--- config.mk ---
export PLATFORM = sky130hd
export DESIGN_NAME = pi1_to_wb4
export DESIGN_NICKNAME = d
export VERILOG_FILES = /design/src/pi1_pkg.sv /design/src/pi1_to_wb4.sv
export VERILOG_INCLUDE_DIRS = /design/src
export SDC_FILE = /design/constraint.sdc
export NUM_CORES = 1
export LEC_CHECK = 0
export BUFFER_PORTS_ARGS = -buffer_cell sky130_fd_sc_hd__buf_2
export CAP_MARGIN = 20
export CORE_UTILIZATION = 30
export DETAILED_ROUTE_END_ITERATION = 10
export MAX_ROUTING_LAYER = met4
export PLACE_DENSITY = 0.72
export SYNTH_ARGS = -nofsm -noshare
export SYNTH_HDL_FRONTEND = slang
export SYNTH_SLANG_ARGS = --single-unit
--- constraint.sdc ---
create_clock -name clk_i -period 5.8 [get_ports clk_i]
set_clock_uncertainty 0.2 [all_clocks]
set_input_delay 0.29 -clock clk_i [delete_from_list [all_inputs] [get_ports clk_i]]
set_output_delay 0.29 -clock clk_i [all_outputs]
set_load 0.02 [all_outputs]
--- src/pi1_defines.svh ---
// Bus and buffer sizes for the PI1 to Wishbone B4 subsystem.
// Included by the package, the RTL and the testbench.
`ifndef PI1_DEFINES_SVH
`define PI1_DEFINES_SVH

// Data width in bits.
`define PI1_ARCHBITSZ 32

// One byte select per data byte.
`define PI1_SELBITSZ (`PI1_ARCHBITSZ / 8)

// PI1 word address width, 256 words.
`define PI1_ADDRBITSZ 8

// Entries in each slave buffer.
`define PI1_FIFO_DEPTH 2

`endif

--- src/pi1_pkg.sv ---
// Types shared by the bridge, the memory slave and the testbench.
// Referenced by scoped names only.
`default_nettype none

`include "pi1_defines.svh"

package pi1_pkg;

	// PI1 operation codes.
	typedef enum logic [1:0] {
		NOOP = 2'b00,
		WROP = 2'b01,
		RDOP = 2'b10,
		RWOP = 2'b11
	} pi1_op_e;

	// Wishbone request, 69 bits.
	typedef struct packed {
		logic                        we;
		logic [`PI1_ARCHBITSZ-1:0]   adr;
		logic [`PI1_ARCHBITSZ-1:0]   dat;
		logic [`PI1_SELBITSZ-1:0]    sel;
	} wb4_req_t;

	// Wishbone response, read data only.
	typedef struct packed {
		logic [`PI1_ARCHBITSZ-1:0]   dat;
	} wb4_rsp_t;

endpackage

`default_nettype wire

--- src/pi1_to_wb4.sv ---
// Bridge from one PI1 operation to Wishbone B4 pipelined cycles.
// A swap runs as a read followed by a write within one cycle.
`timescale 1ns/1ns
`default_nettype none

`include "pi1_defines.svh"

module pi1_to_wb4 (
	input  logic                        clk_i,
	input  logic                        arst_n_i,

	input  pi1_pkg::pi1_op_e            pi1_op_i,
	input  logic [`PI1_ADDRBITSZ-1:0]   pi1_addr_i,
	input  logic [`PI1_ARCHBITSZ-1:0]   pi1_data_i,
	input  logic [`PI1_SELBITSZ-1:0]    pi1_sel_i,
	output logic [`PI1_ARCHBITSZ-1:0]   pi1_data_o,
	output logic                        pi1_rdy_o,

	output logic                        wb4_cyc_o,
	output logic                        wb4_stb_o,
	output pi1_pkg::wb4_req_t           wb4_req_o,
	input  logic                        wb4_stall_i,
	input  logic                        wb4_ack_i,
	input  pi1_pkg::wb4_rsp_t           wb4_rsp_i
);

	localparam int BIDX_W = $clog2(`PI1_SELBITSZ);

	logic [BIDX_W-1:0]              byte_idx;
	logic [`PI1_ARCHBITSZ-1:0]      byte_adr;
	logic                           issue;
	logic                           last_ack;
	logic                           swap_ack;
	logic                           wr_pending_q;
	pi1_pkg::pi1_op_e               op_q;
	pi1_pkg::wb4_req_t              req_q;
	logic [`PI1_ARCHBITSZ-1:0]      data_q;

	// Lowest set byte select gives the byte offset.
	always_comb begin
		byte_idx = '0;
		for (int i = `PI1_SELBITSZ - 1; i >= 0; i--) begin
			if (pi1_sel_i[i]) begin
				byte_idx = BIDX_W'(i);
			end
		end
	end

	assign byte_adr = `PI1_ARCHBITSZ'({pi1_addr_i, byte_idx});

	assign pi1_rdy_o = !wb4_cyc_o;
	assign issue     = pi1_rdy_o && (pi1_op_i != pi1_pkg::NOOP);
	assign last_ack  = wb4_cyc_o && wb4_ack_i && !wr_pending_q;
	assign swap_ack  = wb4_cyc_o && wb4_ack_i && wr_pending_q;

	always_ff @(posedge clk_i or negedge arst_n_i) begin
		if (!arst_n_i) begin
			wb4_cyc_o    <= 1'b0;
			wb4_stb_o    <= 1'b0;
			wr_pending_q <= 1'b0;
			op_q         <= pi1_pkg::NOOP;
		end else if (last_ack) begin
			wb4_cyc_o <= 1'b0;
			wb4_stb_o <= 1'b0;
		end else if (issue) begin
			wb4_cyc_o    <= 1'b1;
			wb4_stb_o    <= 1'b1;
			op_q         <= pi1_op_i;
			wr_pending_q <= (pi1_op_i == pi1_pkg::RWOP);
		end else if (swap_ack) begin
			// Old word is back, start the write half.
			wb4_stb_o    <= 1'b1;
			wr_pending_q <= 1'b0;
		end else if (!wb4_stall_i) begin
			wb4_stb_o <= 1'b0;
		end
	end

	// Request held stable for the whole cycle.
	always_ff @(posedge clk_i) begin
		if (issue) begin
			req_q.we  <= (pi1_op_i == pi1_pkg::WROP);
			req_q.adr <= byte_adr;
			req_q.dat <= pi1_data_i;
			req_q.sel <= pi1_sel_i;
		end else if (swap_ack) begin
			req_q.we <= 1'b1;
		end
	end

	// Read data on the last ack of a read or the first ack of a swap.
	always_ff @(posedge clk_i) begin
		if (swap_ack || (last_ack && op_q == pi1_pkg::RDOP)) begin
			data_q <= wb4_rsp_i.dat;
		end
	end

	assign wb4_req_o  = req_q;
	assign pi1_data_o = data_q;

endmodule

`default_nettype wire

==> impl_metrics.yaml, run 1 <==
synth:
  async_flop_share_pct: 5.95
  yosys_warnings: 0
  synth_seq_cells: 84
  synth-seq-area-share_pct: 88.7
  synthTopCellsByArea: "edfxtp_1, buf_4, dfrtp_1"
  synthFlopType: "edfxtp_1"
  syn-instance-count: 132
  synth_edf_count: 79
  synthTopCellsByCount: "edfxtp_1, buf_4, dfrtp_1, inv_1, nand2b_1"
  ys_types: 19
  yosys.area.top_type_share_pct: 84.3
  synthesis.area_um2: 2820
  yosysMostFrequentCell: "edfxtp_1"
  synth_top_area_cell: "edfxtp_1"
  synth_area_per_cell_um2: 21.3
worst_setup_path:
  startpoint_type: "primary input"
  crit-reg2reg-launch: "wb4_cyc_o"
  required_ns: 5.56
  critical_path.max_stage_delay_ns: 0.78
  reg2regPathDepth: 2
  reg2reg_to: "pi1_data_o[28]"
  worstPathArrival_ns: 1.85
  worst-setup-path-type: "primary input to flop"
  r2r_slack_ns: 3.78
  cpMaxStageDelayCell: "a21oi_4"
  worstPathCellList: "dlygate4sd3_1 > buf_2 > nand2_1 > a21oi_4"
  crit_fanout: 32
  cp-end-kind: "flop"
power:
  finalPower_uw: 1440
  p_leak_uw: 0.00200
  powerDensity_nw_per_um2: 309
  vdd_drop_max_mv: 0.140
floorplan:
  dieArea_um2: 9780
  rows: 34
  die_y_um: 98.9
  core_region_area_um2: 8890
  die_width_um: 98.9
  ios: 186
  start_util_pct: 31.7
min_path:
  worst_hold_path.num_cells: 3
  min_to: "wb4_cyc_o"
  hp-start: "pi1_op_i[1]"
  hold_path.class: "primary input to flop"
route:
  viasPerCell: 4.15
  first_pass_iters: 4
  ant_nets: 0
  wl_per_cell_um: 14.2
  totalWireLength_um: 7050
  first_iter_violations: 45
  drc_errors: 0
  dr_total_vias: 2060
grt:
  grt_pass1_vias: 2117
  use_met2_pct: 27.8
  grt_pass1_wl_um: 10100
  grt-busiest-layer: "met2"
  antenna_found_initial: 0
  grt_max_degree: 47
  met3_usage_pct: 3.90
  use_met1_pct: 12.9
  grt_usage_pct: 14.5
  grt_overflow: 0
cts:
  tritoncts: "yes"
  post_cts_resized: 0
  clockBufferDepth: 2
  cts-root-buf: "clkbuf_8"
  clkTransAtPathRegs_ns: 0.08
  numCtsBuffers: 9
  cts.sinks: 84
  insertion_delay_ns: 0.34
  cts_max_level: 3
timing:
  final_max_slew_viol_count: 0
  rsz0062_at_grt: "false"
  tightestPinTransition_ns: 0.984
  fmax_mhz: 479
  relSlewSlack_pct: 34.2
  period_needed_ns: 2.09
  hold_violations: 0
  fin_crit_sh_pct: 36.0
  setup_viol: 0
  tns_ns: 0
finish:
  layout-drive-gt1-share_pct: 46.6
  diodes: 0
  final_util_pct: 52.5
  finalNetCount: 465
  fillCellCount: 725
  area_growth_pct: 65.9
  design_area_um2: 4670
job:
  drv_cap: 0
placement:
  portBuffers: 163
  hpwl_um: 4360
  gp_congestion: 0.734
  placed_cell_area_um2: 3690
run_status:
  status: "finished clean"
-- per-stage QoR --
stage,instances,hold WS (ns),setup slack (ns)
2_1_floorplan,153,-0.206,2.90
3_3_place_gp,402,-0.0890,3.87
3_5_place_dp,402,-0.0834,3.76
4_1_cts,496,0.0389,3.69
5_1_grt,496,0.0820,3.62
6_report,496,0.0624,3.71
-- state kept, by name, indices dropped and copies added (netlist names) --
name and flops:
op_q 2, pi1_data_o 32, wb4_cyc_o 1, wb4_req_o 47
wb4_stb_o 1, wr_pending_q 1
-- kinds of logic (layout without fill, tap and decap cells) --
group	count (synthesis)	after routing	synth area share (%)
and+or+nand+nor	10	10	2.18
DFF	84	84	88.7
AOI/OAI and AO/OA	10	10	2.44
buffers and inverters	27	262	6.53
other	1	22	0.133
-- what timing repair did --
item / 4_1_cts / 5_1_grt
setup buffers: 0 / 0
hold buffers: 78 / 0
endpoints found under the hold margin: 82 / 0
-- area by class of cell --
| class | instances | area, um^2 | area share (%) |
|---|---|---|---|
| flip-flops and latches | 84 | 2500 | 53.5 |
| inverters | 5 | 18.8 | 0.402 |
| well taps | 108 | 135 | 2.89 |
| clock buffers | 10 | 128 | 2.73 |
| clock inverters | 6 | 71.3 | 1.53 |
| multi-input cells | 42 | 224 | 4.80 |
| repair buffers | 241 | 1600 | 34.2 |
-- where the power goes --
group          switching [uW]  total [uW]  internal [uW]
clock network             212         415            203
registers                18.3         762            744
logic                     165         266            101
total                     396        1440           1050
-- per-layer routing --
layer / vias to the layer above / part of all wire [%]
li1: 953 / -
met1: 975 / 35
met2: 113 / 55
met3: 19 / 6.7
met4: 0 / 2.9
met5: - / 0
-- worst max-delay path by stage --
stage	from	to	slack, ns
2_1_floorplan	wb4_cyc_o	pi1_data_o[0]	2.90
3_3_place_gp	wb4_cyc_o	pi1_data_o[28]	3.87
3_5_place_dp	wb4_cyc_o	pi1_data_o[17]	3.76
4_1_cts	wb4_ack_i	pi1_data_o[28]	3.69
5_1_grt	wb4_ack_i	pi1_data_o[1]	3.62
6_report	wb4_ack_i	pi1_data_o[28]	3.71
-- worst max-delay path, delay by kind of cell --
family	cells	cell delay [ns]
buffers and inverters	2	0.62
AND/OR/NAND/NOR	1	0.13
AO/OA/AOI/OAI	1	0.78
-- cells in the final DEF (no fill, tap or decap), types with 2 or more instances in the layout --
cell / Yosys / final
inv_1: 5 / 4
nor2_1: 2 / 2
o21ai_0: 2 / 2
conb_1: 1 / 22
buf_2: 0 / 163
dfrtp_1: 5 / 5
edfxtp_1: 79 / 79
dlygate4sd3_1: 0 / 78
inv_6: 0 / 2
a2bb2oi_1: 2 / 2
clkinvlp_4: 0 / 2
clkbuf_8: 0 / 9
nand2b_1: 3 / 3
Power figures use the tool's default switching activity.
==> run 2, diff against run 1 <==
--- a/config.mk
+++ b/config.mk
@@ -6,12 +6,13 @@
 export SDC_FILE = /design/constraint.sdc
 export NUM_CORES = 1
 export LEC_CHECK = 0
+export ABC_AREA = 1
 export BUFFER_PORTS_ARGS = -buffer_cell sky130_fd_sc_hd__buf_2
 export CAP_MARGIN = 20
 export CORE_UTILIZATION = 30
 export DETAILED_ROUTE_END_ITERATION = 10
 export MAX_ROUTING_LAYER = met4
-export PLACE_DENSITY = 0.72
+export PLACE_DENSITY = 0.74
 export SYNTH_ARGS = -nofsm -noshare
 export SYNTH_HDL_FRONTEND = slang
 export SYNTH_SLANG_ARGS = --single-unit
==> constraint.sdc (replaced) <==
create_clock -name clk_i -period 1.73 [get_ports clk_i]
set_clock_uncertainty 0.2 [all_clocks]
set_input_delay 0.0865 -clock clk_i [delete_from_list [all_inputs] [get_ports clk_i]]
set_output_delay 0.0865 -clock clk_i [all_outputs]
set_load 0.02 [all_outputs]
==> impl_metrics.yaml, run 2 <==
placement:
  portBuffers: 163
  placedCellCount: 409
  gp_congestion: 0.737
  hpwl_um: 4290
power:
  powerDensity_nw_per_um2: 1270
  p_clk_share_pct: 23.4
  vdd_drop_max_mv: 0.526
  p_int_uw: 4100
  power_frac_comb_pct: 28.5
  seqPwrFrac_pct: 48.1
  p_sw_uw: 2000
  finalPower_uw: 6100
  swShare_pct: 32.8
  p_leak_uw: 0.00206
floorplan:
  die_width_um: 98.7
  die_y_um: 98.7
  dieArea_um2: 9740
  ios: 186
  rows: 34
  start_util_pct: 31.6
  core_region_area_um2: 8890
finish:
  largest_register_ffs: 47
  fillCellCount: 713
  finalNetCount: 478
  mostFrequentLayoutCell: "buf_2"
  fin_cells: 509
  final_cell_mix: "buf_2, dlygate4sd3_1, edfxtp_1"
  area_growth_pct: 70.9
  layout-drive-gt1-share_pct: 46.9
  diodes: 0
cts:
  clkTransAtPathRegs_ns: 0.10
  post_cts_resized: 0
  cts_max_level: 3
  insertion_delay_ns: 0.35
  numCtsBuffers: 9
  cts.sinks: 84
  postCtsSetupBuffers: 0
  tritoncts: "yes"
  cts-root-buf: "clkbuf_8"
  clockBufferDepth: 2
  holdBufCountCts: 84
timing:
  tns_ns: 0
  rsz0062_at_grt: "false"
  fmax_mhz: 616
  fin_crit_sh_pct: 93.9
  period_needed_ns: 1.62
  final_max_slew_viol_count: 0
  hold_violations: 0
  whs_ns: 0.241
  setup_viol: 0
run_status:
  status: "finished clean"
synth:
  yosysMostFrequentCell: "edfxtp_1"
  async_flop_share_pct: 5.95
  synthFlopType: "edfxtp_1"
  yosys_warnings: 0
  synthTopCellsByArea: "edfxtp_1, buf_4, dfrtp_1"
  synthesis.area_um2: 2810
  synthTopCellsByCount: "edfxtp_1, buf_4, nand2_1"
  synth_top_area_cell: "edfxtp_1"
  synth_seq_cells: 84
  yosys.area.top_type_share_pct: 84.6
  synth_area_per_cell_um2: 20.6
  ys_types: 15
  synth-seq-area-share_pct: 89.0
  synth_edf_count: 79
  syn-instance-count: 136
worst_setup_path:
  r2r_slack_ns: 0.11
  cp-end-kind: "flop"
  crit_buf_inv: 1
  required_ns: 1.82
  crit_top_cell: "nand3_1"
  worstPathArrival_ns: 1.72
  cpMaxStageDelayCell: "dlygate4sd3_1"
  crit_fanout: 5
  crit-reg2reg-launch: "wb4_cyc_o"
  startpoint_type: "flop"
  worst-setup-path-type: "flop to flop"
  critical_path.max_stage_delay_ns: 0.56
  worstPathCellList: "nand2_1 > nand3_1 > dlygate4sd3_1 > nand3_1"
  reg2regPathDepth: 4
  crit_family: "buffers and inverters"
  reg2reg_to: "wb4_stb_o"
  startpoint: "wb4_cyc_o"
grt:
  grt_max_degree: 33
  grt_pass1_vias: 2124
  grt_overflow: 0
  grt_usage_pct: 15.0
  antenna_found_initial: 0
  grt_pass1_wl_um: 10400
route:
  totalWireLength_um: 6870
  first_iter_violations: 79
  ant_nets: 0
  wl_per_cell_um: 13.5
  dr_total_vias: 2072
  drc_errors: 0
  viasPerCell: 4.07
  first_pass_iters: 4
min_path:
  hold_path.class: "primary input to flop"
  min_to: "wb4_req_o[19]"
  hp-start: "pi1_data_i[15]"
  worst_hold_path.num_cells: 2
job:
  drv_cap: 0
==> run 2: cell types whose count changed after synthesis, sizes merged, moves of 2 or more <==
cell	change
nand3	+5
nand2	+7
a2bb2oi	-2
o21ai	+2
nor2	+2
nand2b	-3
==> run 2: area by class of cell <==
type / instances / area (um^2) / share of cell area [%]
timing repair buffer: 250 / 1720 / 35.8
clock inverter: 7 / 80.1 / 1.67
multi-input combinational: 45 / 210 / 4.39
tap: 108 / 135 / 2.82
sequential: 84 / 2500 / 52.1
inverter: 6 / 28.8 / 0.600
clock buffer: 9 / 124 / 2.58
==> run 2: worst max path at each step <==
stage	to	slack, ns	cells after the start
finish	wb4_stb_o	0.11	4
global route	wb4_stb_o	0.05	4
CTS	wb4_stb_o	0.1	4
detailed placement	pi1_data_o[11]	0.26	3
floorplan	wb4_req_o[0]	-0.20	3
global placement	pi1_data_o[18]	0.30	3
==> run 2: kinds of logic after synthesis <==
logic type | synth area share [%]
AO/OA/AOI/OAI | 1.29
other | 0.134
flip-flops | 89.0
AND/OR/NAND/NOR | 2.85
buffers and inverters | 6.69
==> run 2: per-stage QoR <==
stage / utilization (%) / instance area, um^2 / setup WS, ns
after floorplan: - / 2900 / -0.198
after global placement: 42.2 / 3750 / 0.296
after global routing: 53.9 / 4790 / 0.0501
after CTS: 53.9 / 4790 / 0.0996
after detailed placement: 42.2 / 3750 / 0.259
final: 53.9 / 4790 / 0.106
==> run 2: power by group through the flow <==
stage / sequential (uW) / combinational (uW) / clock (uW)
global placement: 2960 / 1560 / 0
global route: 2980 / 1850 / 1550
CTS: 2930 / 1740 / 1480
detailed placement: 2970 / 1590 / 0
finish: 2930 / 1730 / 1430
floorplan: 3510 / 414 / 0
==> run 2: per-layer routing <==
metal	global-route usage [%]	vias to the layer above	wire, um
met5	-	-	0
met4	6.54	0	106
met3	3.97	12	565
met2	26.5	138	3450
met1	15.9	950	2740
li1	-	972	-
==> run 3, diff against run 2 <==
--- a/config.mk
+++ b/config.mk
@@ -9,8 +9,11 @@
 export ABC_AREA = 1
 export BUFFER_PORTS_ARGS = -buffer_cell sky130_fd_sc_hd__buf_2
 export CAP_MARGIN = 20
+export CORE_ASPECT_RATIO = 1.5
 export CORE_UTILIZATION = 30
+export CTS_BUF_LIST = sky130_fd_sc_hd__clkbuf_8
 export DETAILED_ROUTE_END_ITERATION = 10
+export GPL_ROUTABILITY_DRIVEN = 1
 export MAX_ROUTING_LAYER = met4
 export PLACE_DENSITY = 0.74
 export SYNTH_ARGS = -nofsm -noshare
==> impl_metrics.yaml, run 3 (same netlist as run 2, synthesis figures left out) <==
run_status:
  status: "finished clean"
cts:
  cts_max_level: 3
  clkTransAtPathRegs_ns: 0.09
  cts-root-buf: "clkbuf_8"
  numCtsBuffers: 9
  post_cts_resized: 0
  insertion_delay_ns: 0.34
  tritoncts: "yes"
  cts.sinks: 84
  clockBufferDepth: 2
grt:
  grt_max_degree: 33
  grt_usage_pct: 15.5
  antenna_found_initial: 0
  grt_pass1_wl_um: 10300
  grt_pass1_vias: 2103
  grt_overflow: 0
timing:
  rsz0062_at_grt: "false"
  fin_crit_sh_pct: 95.6
  fmax_mhz: 605
  setup_viol: 0
  final_max_slew_viol_count: 0
  worst_slack_ns: 0.0760
  hold_violations: 0
  period_needed_ns: 1.65
power:
  finalPower_uw: 5920
  p_leak_uw: 0.00205
  powerDensity_nw_per_um2: 1240
  vdd_drop_max_mv: 0.488
route:
  wl_met2_um: 3740
  drc_errors: 0
  wl_met3_um: 743
  top_layer: "met4"
  ant_nets: 0
  totalWireLength_um: 7270
  wl_per_cell_um: 14.2
  first_iter_violations: 82
  wl_met1_um: 2640
  viasPerCell: 4.02
  dr_total_vias: 2060
  first_pass_iters: 4
worst_setup_path:
  startpoint: "wb4_cyc_o"
  worst-setup-path-type: "flop to flop"
  reg2regPathDepth: 4
  required_ns: 1.81
  cp-end-kind: "flop"
  worstPathArrival_ns: 1.74
  r2r_slack_ns: 0.08
  crit-reg2reg-launch: "wb4_cyc_o"
  reg2reg_to: "wb4_stb_o"
  setup.worst_path.end: "wb4_stb_o"
  startpoint_type: "flop"
  crit_fanout: 5
finish:
  diodes: 0
  mostFrequentLayoutCell: "buf_2"
  fin_cells: 512
  design_area_um2: 4780
  final_cell_mix: "buf_2, dlygate4sd3_1, edfxtp_1"
  finalNetCount: 479
  area_growth_pct: 70.2
  largest_register_ffs: 47
  layout-drive-gt1-share_pct: 46.8
placement:
  gp_congestion: 0.693
  dpl_worst_slack_ns: 0.115
  placed_cell_area_um2: 3750
  placedCellCount: 411
  portBuffers: 163
job:
  drv_cap: 0
floorplan:
  core_region_area_um2: 8930
  start_util_pct: 31.4
  ios: 186
  die_width_um: 81.0
  rows: 42
  dieArea_um2: 9750
  die_y_um: 120
min_path:
  hold_path.class: "primary input to flop"
run 3: changes by cell type in the layout (fill, tap and decap cells not counted), sizes merged:
| cell | previous run | this run |
|---|---|---|
| buf | 166 | 167 |
| clkinv | 2 | 3 |
| bufinv | 1 | 0 |
| clkinvlp | 2 | 4 |
| inv | 8 | 6 |
run 3: final cells by class:
cell class                      instances  area (um^2)
Clock buffer                            9          124
Timing Repair Buffer                  251         1720
Tap cell                              110          138
Multi-Input combinational cell         45          210
Fill cell                             736         4160
Inverter                                6         28.8
Sequential cell                        84         2500
Clock inverter                          7         52.6
run 3: report_power, final:
group / switching, uW / internal, uW / total (uW)
logic: 1130 / 623 / 1760
clock network: 696 / 525 / 1220
registers: 138 / 2800 / 2940
run 3: what timing repair did:
action,in CTS,in global routing
setup buffers,0,1
endpoints found under the setup margin,0,24
hold endpoints to repair,90,0
hold buffers,84,0
run 3: worst min-delay path by stage:
| stage | start | end | slack, ns | cells after the start |
|---|---|---|---|---|
| after floorplan | arst_n_i | op_q[0] | -0.41 | 0 |
| after global placement | arst_n_i | op_q[0] | -0.29 | 1 |
| after detailed placement | arst_n_i | wb4_stb_o | -0.29 | 1 |
| after CTS | wb4_rsp_i[12] | pi1_data_o[12] | 0.22 | 2 |
| after global routing | wb4_rsp_i[12] | pi1_data_o[12] | 0.21 | 2 |
| final | wb4_rsp_i[12] | pi1_data_o[12] | 0.25 | 2 |
run 3: worst max-delay path: stages, from the launching register on:
cell and delay, ns:
dfrtp_2 0.45, nand2_1 0.20, nand3_1 0.10, dlygate4sd3_1 0.57, nand3_1 0.07
run 3: metal layers:
layer | vias up | track usage (%)
met3 | 10 | 5.28
met5 | - | -
li1 | 974 | -
met1 | 928 | 15.1
met2 | 148 | 26.7
met4 | 0 | 8.04
run 3: per-stage QoR:
stage / hold slack, ns / utilization, % / TNS, ns
2_1_floorplan: -0.409 / - / -11.60
3_3_place_gp: -0.295 / 42.0 / 0
3_5_place_dp: -0.291 / 42.0 / 0
4_1_cts: 0.215 / 53.4 / 0
5_1_grt: 0.212 / 53.5 / 0
6_report: 0.246 / 53.5 / 0
